**src/hdl/ncpu_ex_pkg.sv**
```systemverilog
`default_nettype none

package ncpu_ex_pkg;

   // Datapath widths fixed by the CPU configuration
   localparam int data_w = 32;
   localparam int addr_w = 32;
   // Instructions are 4 bytes
   localparam int insn_len_log2 = 2;
   // PC counts instruction words, not bytes
   localparam int pc_w = addr_w - insn_len_log2;

   // One-hot branch opcode bus
   localparam int bru_opc_w = 8;
   localparam int bru_beq = 0;
   localparam int bru_bne = 1;
   localparam int bru_bgtu = 2;
   localparam int bru_bgt = 3;
   localparam int bru_bleu = 4;
   localparam int bru_ble = 5;
   localparam int bru_jmpreg = 6;
   localparam int bru_jmprel = 7;

   // Result buffer depth
   localparam int buf_depth = 2;

   typedef logic [data_w-1:0] data_t;
   typedef logic [pc_w-1:0] pc_t;
   typedef logic [bru_opc_w-1:0] bru_opc_t;

   // Redirect sequencing in the control block
   typedef enum logic [0:0] {
      ctrl_run,
      ctrl_redirect
   } ctrl_state_t;

   // One branch-class operation from issue
   typedef struct packed {
      bru_opc_t opc;
      pc_t pc;
      data_t imm;
      data_t operand1;
      data_t operand2;
      logic rf_we;
   } ex_issue_t;

   // Resolved outcome
   typedef struct packed {
      pc_t pc;
      logic taken;
      pc_t tgt;
      logic is_bcc;
      logic is_breg;
      logic is_brel;
      logic link_valid;
      data_t link_data;
   } bru_result_t;

endpackage

`default_nettype wire
```
**src/hdl/ex_branch_unit.sv**
```systemverilog
`timescale 1ns/1ps
`default_nettype none

module ex_branch_unit
   import ncpu_ex_pkg::*;
(
   input wire clk,
   input wire rst_n,
   // Issue port
   input wire issue_valid,
   input wire ex_issue_t issue,
   output logic issue_ready,
   // Result port
   output logic result_valid,
   output bru_result_t result,
   input wire result_ready,
   // Redirect
   output logic redirect,
   input wire flush
);

   ex_issue_t ex_op;
   data_t add_sum;
   logic add_carry;
   logic add_overflow;
   bru_result_t bru_out;
   logic push;
   logic full;

   // Operand register, valid tracking and redirect
   ex_ctrl ctrl0 (
      .clk(clk),
      .rst_n(rst_n),
      .issue_valid(issue_valid),
      .issue(issue),
      .issue_ready(issue_ready),
      .ex_op(ex_op),
      .push(push),
      .full(full),
      .taken(bru_out.taken),
      .flush(flush),
      .redirect(redirect)
   );

   // operand1 - operand2 for the compares
   ex_add add0 (
      .a(ex_op.operand1),
      .b(ex_op.operand2),
      .sum(add_sum),
      .carry(add_carry),
      .overflow(add_overflow)
   );

   // Condition, target and link
   ex_bru bru0 (
      .op(ex_op),
      .sum(add_sum),
      .carry(add_carry),
      .overflow(add_overflow),
      .res(bru_out)
   );

   // Two-entry drain toward the consumer
   ex_result_buf rbuf0 (
      .clk(clk),
      .rst_n(rst_n),
      .push(push),
      .din(bru_out),
      .full(full),
      .result_valid(result_valid),
      .result(result),
      .result_ready(result_ready)
   );

endmodule

`default_nettype wire

```
**src/hdl/ex_ctrl.sv**
```systemverilog
`timescale 1ns/1ps
`default_nettype none

module ex_ctrl
   import ncpu_ex_pkg::*;
(
   input wire clk,
   input wire rst_n,
   // Issue port
   input wire issue_valid,
   input wire ex_issue_t issue,
   output logic issue_ready,
   // Operand register contents
   output ex_issue_t ex_op,
   // Toward the result buffer
   output logic push,
   input wire full,
   // Resolved outcome of ex_op
   input wire taken,
   // Redirect handshake with front end
   input wire flush,
   output logic redirect
);

   ctrl_state_t state;
   ctrl_state_t state_nxt;
   logic ex_valid;
   logic accept;

   assign redirect = (state == ctrl_redirect);

   // Push whenever the buffer has room, never while redirecting
   assign push = ex_valid & ~full & (state == ctrl_run);

   // Register free now or freed at this edge
   assign issue_ready = (state == ctrl_run) & (~ex_valid | push);
   assign accept = issue_valid & issue_ready;

   // Redirect FSM
   always_comb begin
      state_nxt = state;
      case (state)
         ctrl_run: begin
            // Taken branch leaving for the buffer
            if (push & taken) begin
               state_nxt = ctrl_redirect;
            end
         end
         ctrl_redirect: begin
            // Wait for front end
            if (flush) begin
               state_nxt = ctrl_run;
            end
         end
         default: begin
            state_nxt = ctrl_run;
         end
      endcase
   end

   always_ff @(posedge clk) begin
      if (!rst_n) begin
         state <= ctrl_run;
      end else begin
         state <= state_nxt;
      end
   end

   // Operand register valid bit
   always_ff @(posedge clk) begin
      if (!rst_n) begin
         ex_valid <= 1'b0;
      end else if (state == ctrl_redirect) begin
         // Wrong-path op picked up behind the branch
         ex_valid <= 1'b0;
      end else if (accept) begin
         ex_valid <= 1'b1;
      end else if (push) begin
         ex_valid <= 1'b0;
      end
   end

   // Payload, held while the buffer is full
   always_ff @(posedge clk) begin
      if (accept) begin
         ex_op <= issue;
      end
   end

endmodule

`default_nettype wire

```
**src/hdl/ex_result_buf.sv**
```systemverilog
`timescale 1ns/1ps
`default_nettype none

module ex_result_buf
   import ncpu_ex_pkg::*;
(
   input wire clk,
   input wire rst_n,
   // Write side from control
   input wire push,
   input wire bru_result_t din,
   output logic full,
   // Result port
   output logic result_valid,
   output bru_result_t result,
   input wire result_ready
);

   // Entry storage
   bru_result_t mem [buf_depth];
   logic rd_ptr;
   logic wr_ptr;
   // Entries held from 0 to 2
   logic [1:0] count;
   logic pop;

   assign result_valid = (count != 2'd0);
   assign pop = result_valid & result_ready;

   // Head entry
   assign result = mem[rd_ptr];

   // A draining entry frees a slot this cycle
   assign full = (count == 2'(buf_depth)) & ~pop;

   // Pointers and occupancy
   always_ff @(posedge clk) begin
      if (!rst_n) begin
         rd_ptr <= 1'b0;
         wr_ptr <= 1'b0;
         count <= 2'd0;
      end else begin
         if (push) begin
            wr_ptr <= ~wr_ptr;
         end
         if (pop) begin
            rd_ptr <= ~rd_ptr;
         end
         // Push and pop together leave count unchanged
         count <= count + 2'(push) - 2'(pop);
      end
   end

   // Write port
   always_ff @(posedge clk) begin
      if (push) begin
         mem[wr_ptr] <= din;
      end
   end

endmodule

`default_nettype wire

```
**src/hdl/ex_bru.sv**
```systemverilog
`timescale 1ns/1ps
`default_nettype none

module ex_bru
   import ncpu_ex_pkg::*;
(
   input wire ex_issue_t op,
   // From the subtractor
   input wire data_t sum,
   input wire carry,
   input wire overflow,
   output bru_result_t res
);

   logic cmp_eq;
   logic cmp_lt_s;
   logic cmp_lt_u;
   logic bcc_taken;
   logic is_jmp;
   pc_t tgt_bcc;
   pc_t tgt_rel;
   pc_t tgt_reg;

   // Comparisons
   assign cmp_eq = (op.operand1 == op.operand2);
   // Sign of difference, corrected by overflow
   assign cmp_lt_s = sum[data_w-1] ^ overflow;
   // Borrow means below
   assign cmp_lt_u = ~carry;

   // Kind flags
   assign res.is_bcc = op.opc[bru_beq] | op.opc[bru_bne] |
                       op.opc[bru_bgtu] | op.opc[bru_bgt] |
                       op.opc[bru_bleu] | op.opc[bru_ble];
   assign res.is_breg = op.opc[bru_jmpreg];
   assign res.is_brel = op.opc[bru_jmprel];
   assign is_jmp = op.opc[bru_jmpreg] | op.opc[bru_jmprel];

   // Conditional outcome, one term per opcode bit
   assign bcc_taken = (op.opc[bru_beq] & cmp_eq) |
                      (op.opc[bru_bne] & ~cmp_eq) |
                      (op.opc[bru_bgtu] & ~cmp_lt_u & ~cmp_eq) |
                      (op.opc[bru_bgt] & ~cmp_lt_s & ~cmp_eq) |
                      (op.opc[bru_bleu] & (cmp_lt_u | cmp_eq)) |
                      (op.opc[bru_ble] & (cmp_lt_s | cmp_eq));

   // Jumps are unconditional
   assign res.taken = bcc_taken | is_jmp;

   // Candidate targets in word units
   assign tgt_bcc = op.pc + op.imm[addr_w-1:insn_len_log2];
   assign tgt_rel = op.pc + op.operand2[addr_w-1:insn_len_log2];
   // Register jump, low bits dropped
   assign tgt_reg = op.operand1[addr_w-1:insn_len_log2];

   // Opcode is one-hot so the masked terms never overlap
   // Zero when nothing is taken
   assign res.tgt = ({pc_w{bcc_taken}} & tgt_bcc) |
                    ({pc_w{op.opc[bru_jmprel]}} & tgt_rel) |
                    ({pc_w{op.opc[bru_jmpreg]}} & tgt_reg);

   // Link only for jumps writing the RF
   assign res.link_valid = is_jmp & op.rf_we;
   // Next PC as byte address
   assign res.link_data = {op.pc + pc_t'(1), {insn_len_log2{1'b0}}};

   assign res.pc = op.pc;

endmodule

`default_nettype wire

```
**src/hdl/ex_add.sv**
```systemverilog
`timescale 1ns/1ps
`default_nettype none

module ex_add
   import ncpu_ex_pkg::*;
(
   input wire data_t a,
   input wire data_t b,
   output data_t sum,
   output logic carry,
   output logic overflow
);

   // Widened by one bit to catch the carry out
   logic [data_w:0] diff;

   // a - b as a + ~b + 1
   assign diff = {1'b0, a} + {1'b0, ~b} + {{data_w{1'b0}}, 1'b1};
   assign sum = diff[data_w-1:0];

   // Set when a >= b unsigned, i.e. no borrow
   assign carry = diff[data_w];

   // Signs differ and result sign departs from a
   assign overflow = (a[data_w-1] ^ b[data_w-1]) & (a[data_w-1] ^ sum[data_w-1]);

endmodule

`default_nettype wire

```
**config.mk**
```make
export PLATFORM = sky130hd
export DESIGN_NAME = ex_branch_unit
export DESIGN_NICKNAME = d
export VERILOG_FILES = /design/src/hdl/ncpu_ex_pkg.sv /design/src/hdl/ex_branch_unit.sv /design/src/hdl/ex_ctrl.sv /design/src/hdl/ex_result_buf.sv /design/src/hdl/ex_bru.sv /design/src/hdl/ex_add.sv
export SDC_FILE = /design/constraint.sdc
export NUM_CORES = 1
export LEC_CHECK = 0
export ABC_AREA = 1
export BUFFER_PORTS_ARGS = -buffer_cell sky130_fd_sc_hd__buf_4
export CORE_MARGIN = 4
export CORE_UTILIZATION = 45
export DETAILED_ROUTE_END_ITERATION = 6
export PLACE_DENSITY = 0.65
export SLEW_MARGIN = 20
export SYNTH_ARGS = -nofsm -noshare
export SYNTH_HDL_FRONTEND = slang
export SYNTH_SLANG_ARGS = --single-unit
```
**constraint.sdc**
```tcl
create_clock -name clk -period 19.65 [get_ports clk]
set_input_delay 4.9125 -clock clk [delete_from_list [all_inputs] [get_ports clk]]
set_output_delay 4.9125 -clock clk [all_outputs]
set_load 0.01 [all_outputs]
```
Word-level counts from Yosys, hierarchy flattened
Memories as Yosys holds them, arrays and structs flattened. A register that Yosys moved wholly into a read port is not among the register bits.
Cells that the tools add are included.
{"block": "word_totals", "regBits": 141, "latch_bits": 0, "ram_bits": 190, "romBits": 0, "out_inout_bits": 100, "wordCells": 84, "n_memories": 1}
{"memory": "rbuf0.mem", "words": 2, "width": 95, "read_ports": 1, "rd_ports_with_merged_regs": 1, "write_ports": 1, "line": "ex_result_buf.sv:20", "source": "bru_result_t mem [buf_depth];"}
{"block": "classes", "n_addsub": 7, "multipliers": 0, "div_mod_pow": 0, "n_lt_le_gt_ge": 0, "n_eq_ne": 2, "n_shift": 0, "muxes": 9, "bitwise": 51, "n_reduce_logical": 3}
{"operator": "$and A30 B30 Y30", "n": 3}
{"operator": "$add A30 B30 Y30", "n": 2}
{"operator": "$or A30 B30 Y30", "n": 2}
{"operator": "$add A32 B32 Y33", "n": 1}
{"operator": "$add A33 B1 Y33 const B", "n": 1}
{"operator": "$eq A32 B32 Y1", "n": 1}
{"operator": "$not A32 Y32", "n": 1}
{"operator": "$add A30 B1 Y30 const B", "n": 1}
{"operator": "$and A1 B1 Y1", "n": 17}
{"operator": "$or A1 B1 Y1", "n": 15}
{"operator": "$not A1 Y1", "n": 10}
{"operator": "$mux W1", "n": 8}
{"operator": "$reduce_bool A2 Y1", "n": 2}
{"operator": "$xor A1 B1 Y1", "n": 3}
{"operator": "$add A2 B1 Y2", "n": 1}
{"operator": "$eq A2 B2 Y1 const B", "n": 1}
{"operator": "$pmux W1 S2", "n": 1}
{"operator": "$reduce_or A2 Y1", "n": 1}
{"operator": "$sub A2 B1 Y2", "n": 1}

Depth between registers and ports, before layout
Gate-level depths: netlist of run 1.
{"block": "depth", "ltp_word": 16, "ltp_mapped": 23, "ltp_nobuf": 22}

Hierarchy
Synthesis of run 1 repeated with hierarchy kept, for this count alone.
{"block": "hier_totals", "hier_cells": 1955, "area_unflattened_um2": 19424.9}
{"mod": "ex_result_buf", "n_inst": 1, "cells_each": 334, "area_per_inst_um2": 7337.0, "seq_area_each_um2": 5925.7}
{"mod": "ex_bru", "n_inst": 1, "cells_each": 1005, "area_per_inst_um2": 5534.1, "seq_area_each_um2": 0.0}
{"mod": "ex_ctrl", "n_inst": 1, "cells_each": 152, "area_per_inst_um2": 4164.0, "seq_area_each_um2": 4093.9}
{"mod": "ex_add", "n_inst": 1, "cells_each": 464, "area_per_inst_um2": 2389.8, "seq_area_each_um2": 0.0}

Least setup slack after synthesis of run 1
Ideal clock, no wire load.
{"block": "synth_timing", "path_kind": "in2reg", "from": "input result_ready", "to": "register ctrl0.ex_op[0] (netlist name)", "setup_ps": 787, "arrival_ps": 14238, "path_slack_ps": 4625, "path_stages": 6, "n_path_buf": 0, "cell_sequence": "nand2_1 nand3_1 nand3_1 nand2_1 inv_1 nor3_1"}
{"block": "synth_between", "elab_chain_cells": 9}
{"item": "start: declaration", "line": "ex_branch_unit.sv:16", "source": "input wire result_ready,"}
{"item": "$and A1 B1 Y1", "line": "ex_result_buf.sv:28", "source": "assign pop = result_valid & result_ready;"}
{"item": "$not A1 Y1", "line": "ex_result_buf.sv:34", "source": "assign full = (count == 2'(buf_depth)) & ~pop;"}
{"item": "$and A1 B1 Y1", "line": "ex_result_buf.sv:34"}
{"item": "$not A1 Y1", "line": "ex_ctrl.sv:33", "source": "assign push = ex_valid & ~full & (state == ctrl_run);"}
{"item": "$and A1 B1 Y1 (2 in series)", "line": "ex_ctrl.sv:33"}
{"item": "$or A1 B1 Y1", "line": "ex_ctrl.sv:36", "source": "assign issue_ready = (state == ctrl_run) & (~ex_valid | push);"}
{"item": "$and A1 B1 Y1", "line": "ex_ctrl.sv:36"}
{"item": "$and A1 B1 Y1", "line": "ex_ctrl.sv:37", "source": "assign accept = issue_valid & issue_ready;"}
{"item": "named net ctrl0.accept", "line": "ex_ctrl.sv:28", "source": "logic accept;"}
The timed path passes the listed nets, and every way through them passes these cells.
A chain may end at the register's enable or synchronous reset.

Final worst setup path of run 1
{"block": "layout_timing", "from": "input result_ready", "to": "output issue_ready"}
{"block": "layout_between", "elab_chain_cells": 8}
{"item": "$and A1 B1 Y1", "line": "ex_result_buf.sv:28"}
{"item": "$not A1 Y1", "line": "ex_result_buf.sv:34"}
{"item": "$and A1 B1 Y1", "line": "ex_result_buf.sv:34"}
{"item": "$not A1 Y1", "line": "ex_ctrl.sv:33"}
{"item": "$and A1 B1 Y1 (2 in series)", "line": "ex_ctrl.sv:33"}
{"item": "$or A1 B1 Y1", "line": "ex_ctrl.sv:36"}
{"item": "$and A1 B1 Y1", "line": "ex_ctrl.sv:36"}
{"item": "end: declaration", "line": "ex_branch_unit.sv:12", "source": "output logic issue_ready,"}
No other way between the ends.

==> results of run 1 <==
critical path: stages:
cell and delay, ns:
buf_4 0.11, nand2_1 0.07, nand3_1 0.07, nand3_1 0.23, nand2_1 0.12, inv_1 0.10, nor2_1 0.04, buf_4 0.14
placed cells by master (no fill, tap or decap), types with 9 or more instances in the layout:
| cell type | instances |
|---|---|
| xnor2_1 | 17 |
| xor2_1 | 40 |
| o21ai_0 | 59 |
| nand2_1 | 258 |
| o21bai_1 | 10 |
| nor2_1 | 88 |
| nor3_1 | 15 |
| edfxtp_1 | 323 |
| a21oi_1 | 109 |
| mux2_2 | 95 |
| a31oi_1 | 9 |
| nand4_1 | 13 |
| nand3_1 | 76 |
| ha_1 | 93 |
| clkbuf_16 | 37 |
| a21o_1 | 15 |
| buf_4 | 243 |
| o211ai_1 | 13 |
| clkinv_1 | 9 |
| inv_1 | 141 |
worst max path at each step:
stage / start / to / cells after the start
after floorplan: result_ready / ctrl0.ex_op[0] / 6
after global placement: result_ready / issue_ready / 8
after detailed placement: result_ready / issue_ready / 8
after CTS: result_ready / issue_ready / 8
after global routing: result_ready / issue_ready / 8
final: result_ready / issue_ready / 8
power breakdown:
group	internal (mW)	leakage, nW	total (mW)	switching (mW)
combinational	0.274	4.64	0.641	0.367
sequential	0.892	3.04	0.948	0.0555
clock	0.363	0.520	0.615	0.253
total	1.53	8.20	2.20	0.676
metrics by stage:
step | cells | total power [mW] | setup slack (ns) | util [%] | instance area [um2]
finish | 2211 | 2.20 | 8.94 | 55.0 | 20100
global route | 2211 | 2.33 | 8.86 | 55.0 | 20100
CTS | 2209 | 2.23 | 8.92 | 54.9 | 20100
detailed placement | 2148 | 1.60 | 8.92 | 52.0 | 19000
global placement | 2148 | 1.59 | 8.94 | 52.0 | 19000
floorplan | 1459 | 1.36 | 4.62 | - | 16700
layer usage:
metal  track usage, %  up-vias
li1                 -     5717
met1             28.8     5447
met2             33.2      363
met3             3.42       74
met4             6.27        0
met5                0        -
state kept, by name, indices dropped and copies added (netlist names), named ones only:
register / flops
ctrl0.ex_op: 133
ctrl0.ex_valid: 1
rbuf0.wr_ptr: 1
rbuf0.mem: 190
rbuf0.count: 2
ctrl0.redirect: 1
rbuf0.rd_ptr: 1
layout make-up:
type / count / area share (%)
clock buffer: 47 / 4.88
clock inverter: 14 / 0.428
inverter: 141 / 2.63
multi-input combinational: 966 / 31.0
sequential: 330 / 48.9
tap: 468 / 2.91
timing repair buffer: 245 / 9.33
cells by family after synthesis:
kind of cell    share of synthesized area, %
flops                                   59.0
buf+inv                                 3.74
fa+ha+maj                               7.34
mux                                     6.41
other cells                           0.0225
compound gates                          7.78
simple gates                            12.7
xor+xnor                                2.99
==> flow_summary.toml, run 1 <==
[placement]
gp_congestion = 0.868
io_buffers = 235
hpwl_mm = 31.8

[setup_path]
critPathCaptureType = "output pin"
crit_type = "input pin to output pin"
worst_r2r_path_depth = 22
timing.rr.start = "ctrl0.ex_op[4]"
worstPathArrival_ns = 5.80
path_max_fanout = 4
required_ns = 14.74
startpoint_type = "input pin"
r2r_slack_ns = 15.83
timing.rr.end = "rbuf0.mem[0][49]"

[worst_hold_path]
hp-start = "rbuf0.rd_ptr"
whs_path_depth = 1
hold_class = "flop to flop"

[finish]
n_antenna_cell = 0
layout-drive-gt1-share_pct = 23.8
fillCellCount = 3148
multi_input_area_um2 = 6240
area_growth_pct = 20.8
register_area_um2 = 9840
layout.nets = 1955

[run]
max_cap_violations = 0

[run_status]
status = "completed"

[sta]
worst_pin_slew_ns = 0.939
totalNegativeSetupSlack_ns = 0
maxSlewHeadroom_pct = 37.4
finClkSkew_ns = 0.0116
finalSetupViolCount = 0
slew_viol_final = 0
whs_ns = 0.445
max_freq_ghz = 0.0934
hold_violations = 0
period_share_pct = 54.5
period_minus_slack_ns = 10.71
rsz0062_at_grt = "false"

[synth]
synth_edf_count = 323
ys_seq_elements = 330
syn-cell-area_um2 = 16700
synth.most_common_cell = "edfxtp_1"
ys.flop_type = "edfxtp_1"
synth-seq-area-share_pct = 59.0
yosys_warnings = 0
synth_area_leaders = "edfxtp_1, ha_1, mux2_2, nand2_1, a21oi_1"
synthCells = 1458
ys_types = 40
async_reset_ff_share_pct = 0
synth_top_cell_by_area = "edfxtp_1"
synth_commonest_cells = "edfxtp_1, nand2_1, inv_1, a21oi_1, mux2_2"
synth.avg_cell_area_um2 = 11.4
yosysTopAreaCellShare_pct = 58.2

[routing]
postRouteAntennaNets = 0
wl_per_cell_um = 19.0
dr.pass1.iters = 5
dr_total_vias = 11600
drt-initial-drc-count = 621
viasPerCell = 5.25
drc = 0
wl_mm = 42.1
wl_met1_mm = 19.1
top_layer = "met4"
route.met3.wl_mm = 2.46
wl_met2_mm = 19.3

[die]
die_h_um = 201
rows = 70
dieArea_um2 = 40200
start_util_pct = 45.6
die_w_um = 201
ios = 240
core_area_um2 = 36600

[clocking]
clkTransAtPathRegs_ns = 0.05
post_cts_resized = 0
htreeDepth = 2
cts_buffer_depth = 3
clock-sinks = 330
cts_tree = "done"
cts-root-buf = "clkbuf_16"
numCtsBuffers = 35
post_cts_buffers = 0
post_cts_hold_buffer_count = 0
clock_latency_ns = 0.53

[global_route]
grt_use_total_pct = 20.6
grt_max_degree = 76
grt_pass1_wl_mm = 64.6
globalRouteOverflowTotal = 0
antenna_found_initial = 0
grt_pass1_vias = 11900

[power_and_ir_drop]
peakVddDrop_v = 0.0000656
power.leakage_nw = 8.20
power_density_nw_per_um2 = 109
Power figures use the tool's default switching activity.
==> inputs of run 2 (changes only) <==
Settings changed: PLACE_DENSITY 0.65 to 0.68.
Clock period 19.65 ns to 9.5 ns, I/O delays scaled along.
==> run 2 against run 1 <==
Compared with the run above: global-route usage rose by 0.19 points; first-iteration DRC count rose by 7.7%; non-clock buffer count did not move; critical path type unchanged; die area did not move; utilization barely moved; worst hold slack improved by 0.0051 ns; clock skew rose by 0.0063 ns; sequential share of layout area barely moved; total power rose by 110%; critical path depth did not move.
==> flow_summary.toml, run 2 (synthesis results as in run 1) <==
[die]
ios = 240
dieArea_um2 = 40200
die_w_um = 201
start_util_pct = 45.6
core_area_um2 = 36600
die_h_um = 201
rows = 70

[clocking]
cts_tree = "done"
post_cts_hold_buffer_count = 0
clock_latency_ns = 0.53
clock-sinks = 330
cts_buffer_depth = 3
cts-root-buf = "clkbuf_16"
htreeDepth = 2
post_cts_resized = 0
numCtsBuffers = 35
post_cts_buffers = 0
clkTransAtPathRegs_ns = 0.06

[sta]
maxSlewHeadroom_pct = 39.2
whs_ns = 0.450
hold_violations = 0
rsz0062_at_grt = "false"
period_minus_slack_ns = 5.66
finClkSkew_ns = 0.0180
max_freq_ghz = 0.177
period_share_pct = 59.6
finalSetupViolCount = 0
worst_pin_slew_ns = 0.912
slew_viol_final = 0
totalNegativeSetupSlack_ns = 0

[finish]
layout.nets = 1955
largestRegisters = "rbuf0.mem: 190 flops, ctrl0.ex_op: 133 flops, rbuf0.count: 2 flops"
fillCellCount = 3135
fin_cells = 2212
largest_reg_flops = 190
largest-register = "rbuf0.mem"
area_growth_pct = 20.9
register_area_um2 = 9840
n_antenna_cell = 0
layout-drive-gt1-share_pct = 24.1
final_cell_mix = "edfxtp_1, nand2_1, buf_4"
mostFrequentLayoutCell = "edfxtp_1"
multi_input_area_um2 = 6250

[routing]
dr.pass1.iters = 5
drc = 0
wl_mm = 42.6
wl_per_cell_um = 19.3
viasPerCell = 5.32
drt-initial-drc-count = 669
postRouteAntennaNets = 0
dr_total_vias = 11800

[global_route]
grt_pass1_vias = 11900
grt_max_degree = 70
globalRouteOverflowTotal = 0
antenna_found_initial = 2
grt_pass1_wl_mm = 65.7
grt_use_total_pct = 20.7

[placement]
gp_congestion = 0.870
placedCellCount = 2149
hpwl_mm = 31.9
io_buffers = 235

[setup_path]
path_max_fanout = 4
crit_type = "input pin to output pin"
startpoint_type = "input pin"
timing.rr.start = "ctrl0.ex_op[4]"
crit_path_cell_trace = "buf_4, nand2_1, nand3_1, nand3_1, nand2_1, inv_1, nor2_1, buf_4"
crit_slowest_cell = "nand3_1"
critPathCaptureType = "output pin"
crit_start = "result_ready"
cp_top_family = "simple AND/OR/NAND/NOR gates"
max_stage_delay_ns = 0.23
required_ns = 7.13
critical_path_buf_inv_count = 3
worstPathArrival_ns = 3.29

[power_and_ir_drop]
finalPower_mw = 4.61
peakVddDrop_v = 0.000116
power_density_nw_per_um2 = 229
power.leakage_nw = 8.22

[run]
max_cap_violations = 0

[run_status]
status = "completed"

[worst_hold_path]
hold_class = "flop to flop"
hp-start = "rbuf0.rd_ptr"
-- run 2: cell types whose count changed in the layout (fill, tap and decap cells not counted), sizes merged --
cell,change
clkbuf,-3
clkinv,+2
bufinv,+2
-- run 2: per-stage QoR --
step / setup WS [ns] / utilization [%] / area [um2]
after global routing: 3.72 / 55.1 / 20200
after global placement: 3.83 / 52.0 / 19000
after CTS: 3.82 / 55.0 / 20100
final: 3.84 / 55.1 / 20200
after floorplan: 1.12 / - / 16700
after detailed placement: 3.82 / 52.0 / 19000
-- run 2: layout make-up --
type / count / share of cell area, %
sequential: 330 / 48.8
multi-input combinational: 966 / 31.0
timing repair buffer: 245 / 9.16
clock buffer: 44 / 4.72
tap: 468 / 2.90
inverter: 141 / 2.62
clock inverter: 18 / 0.794
-- run 2: routing by layer --
layer / global-route usage [%] / routed length [um] / vias up / part of all wire (%)
met1: 29.1 / 19000 / 5553 / 45
met5: 0 / 13 / - / 0.030
met2: 33.1 / 19600 / 415 / 46
met3: 3.54 / 2760 / 75 / 6.5
li1: - / - / 5720 / -
met4: 6.98 / 1190 / 2 / 2.8
-- run 2: worst reg2reg max path: stages (launching register included) --
cell and delay [ns]:
edfxtp_1 0.42, inv_1 0.07, ha_1 0.30, nand2_1 0.09, inv_1 0.04, nand2_1 0.06
nand2_1 0.05, nand2_1 0.05, nand2_1 0.08, nand2_1 0.08, nand3_1 0.07, a21oi_1 0.15
nor2_1 0.06, o21ai_0 0.34, o211ai_1 0.19, fa_1 0.43, nand3_1 0.10, nand3_1 0.08
a21oi_2 0.13, nand3_1 0.10, buf_4 0.25, nand3_1 0.18, nand3_1 0.17
-- run 2: path summary, 6_finish.rpt --
path | to | slack, ns | cells past startpoint
setup / recovery | issue_ready | 3.84 | 8
setup reg to reg | rbuf0.mem[1][50] | 5.72 | 22
hold reg to reg | flop | 0.45 | 1
hold / removal | flop | 0.45 | 1
-- run 2: power breakdown --
group / leakage (nW) / internal [mW] / switching (mW)
registers: 3.04 / 1.85 / 0.127
clock network: 0.547 / 0.791 / 0.541
logic: 4.63 / 0.561 / 0.749
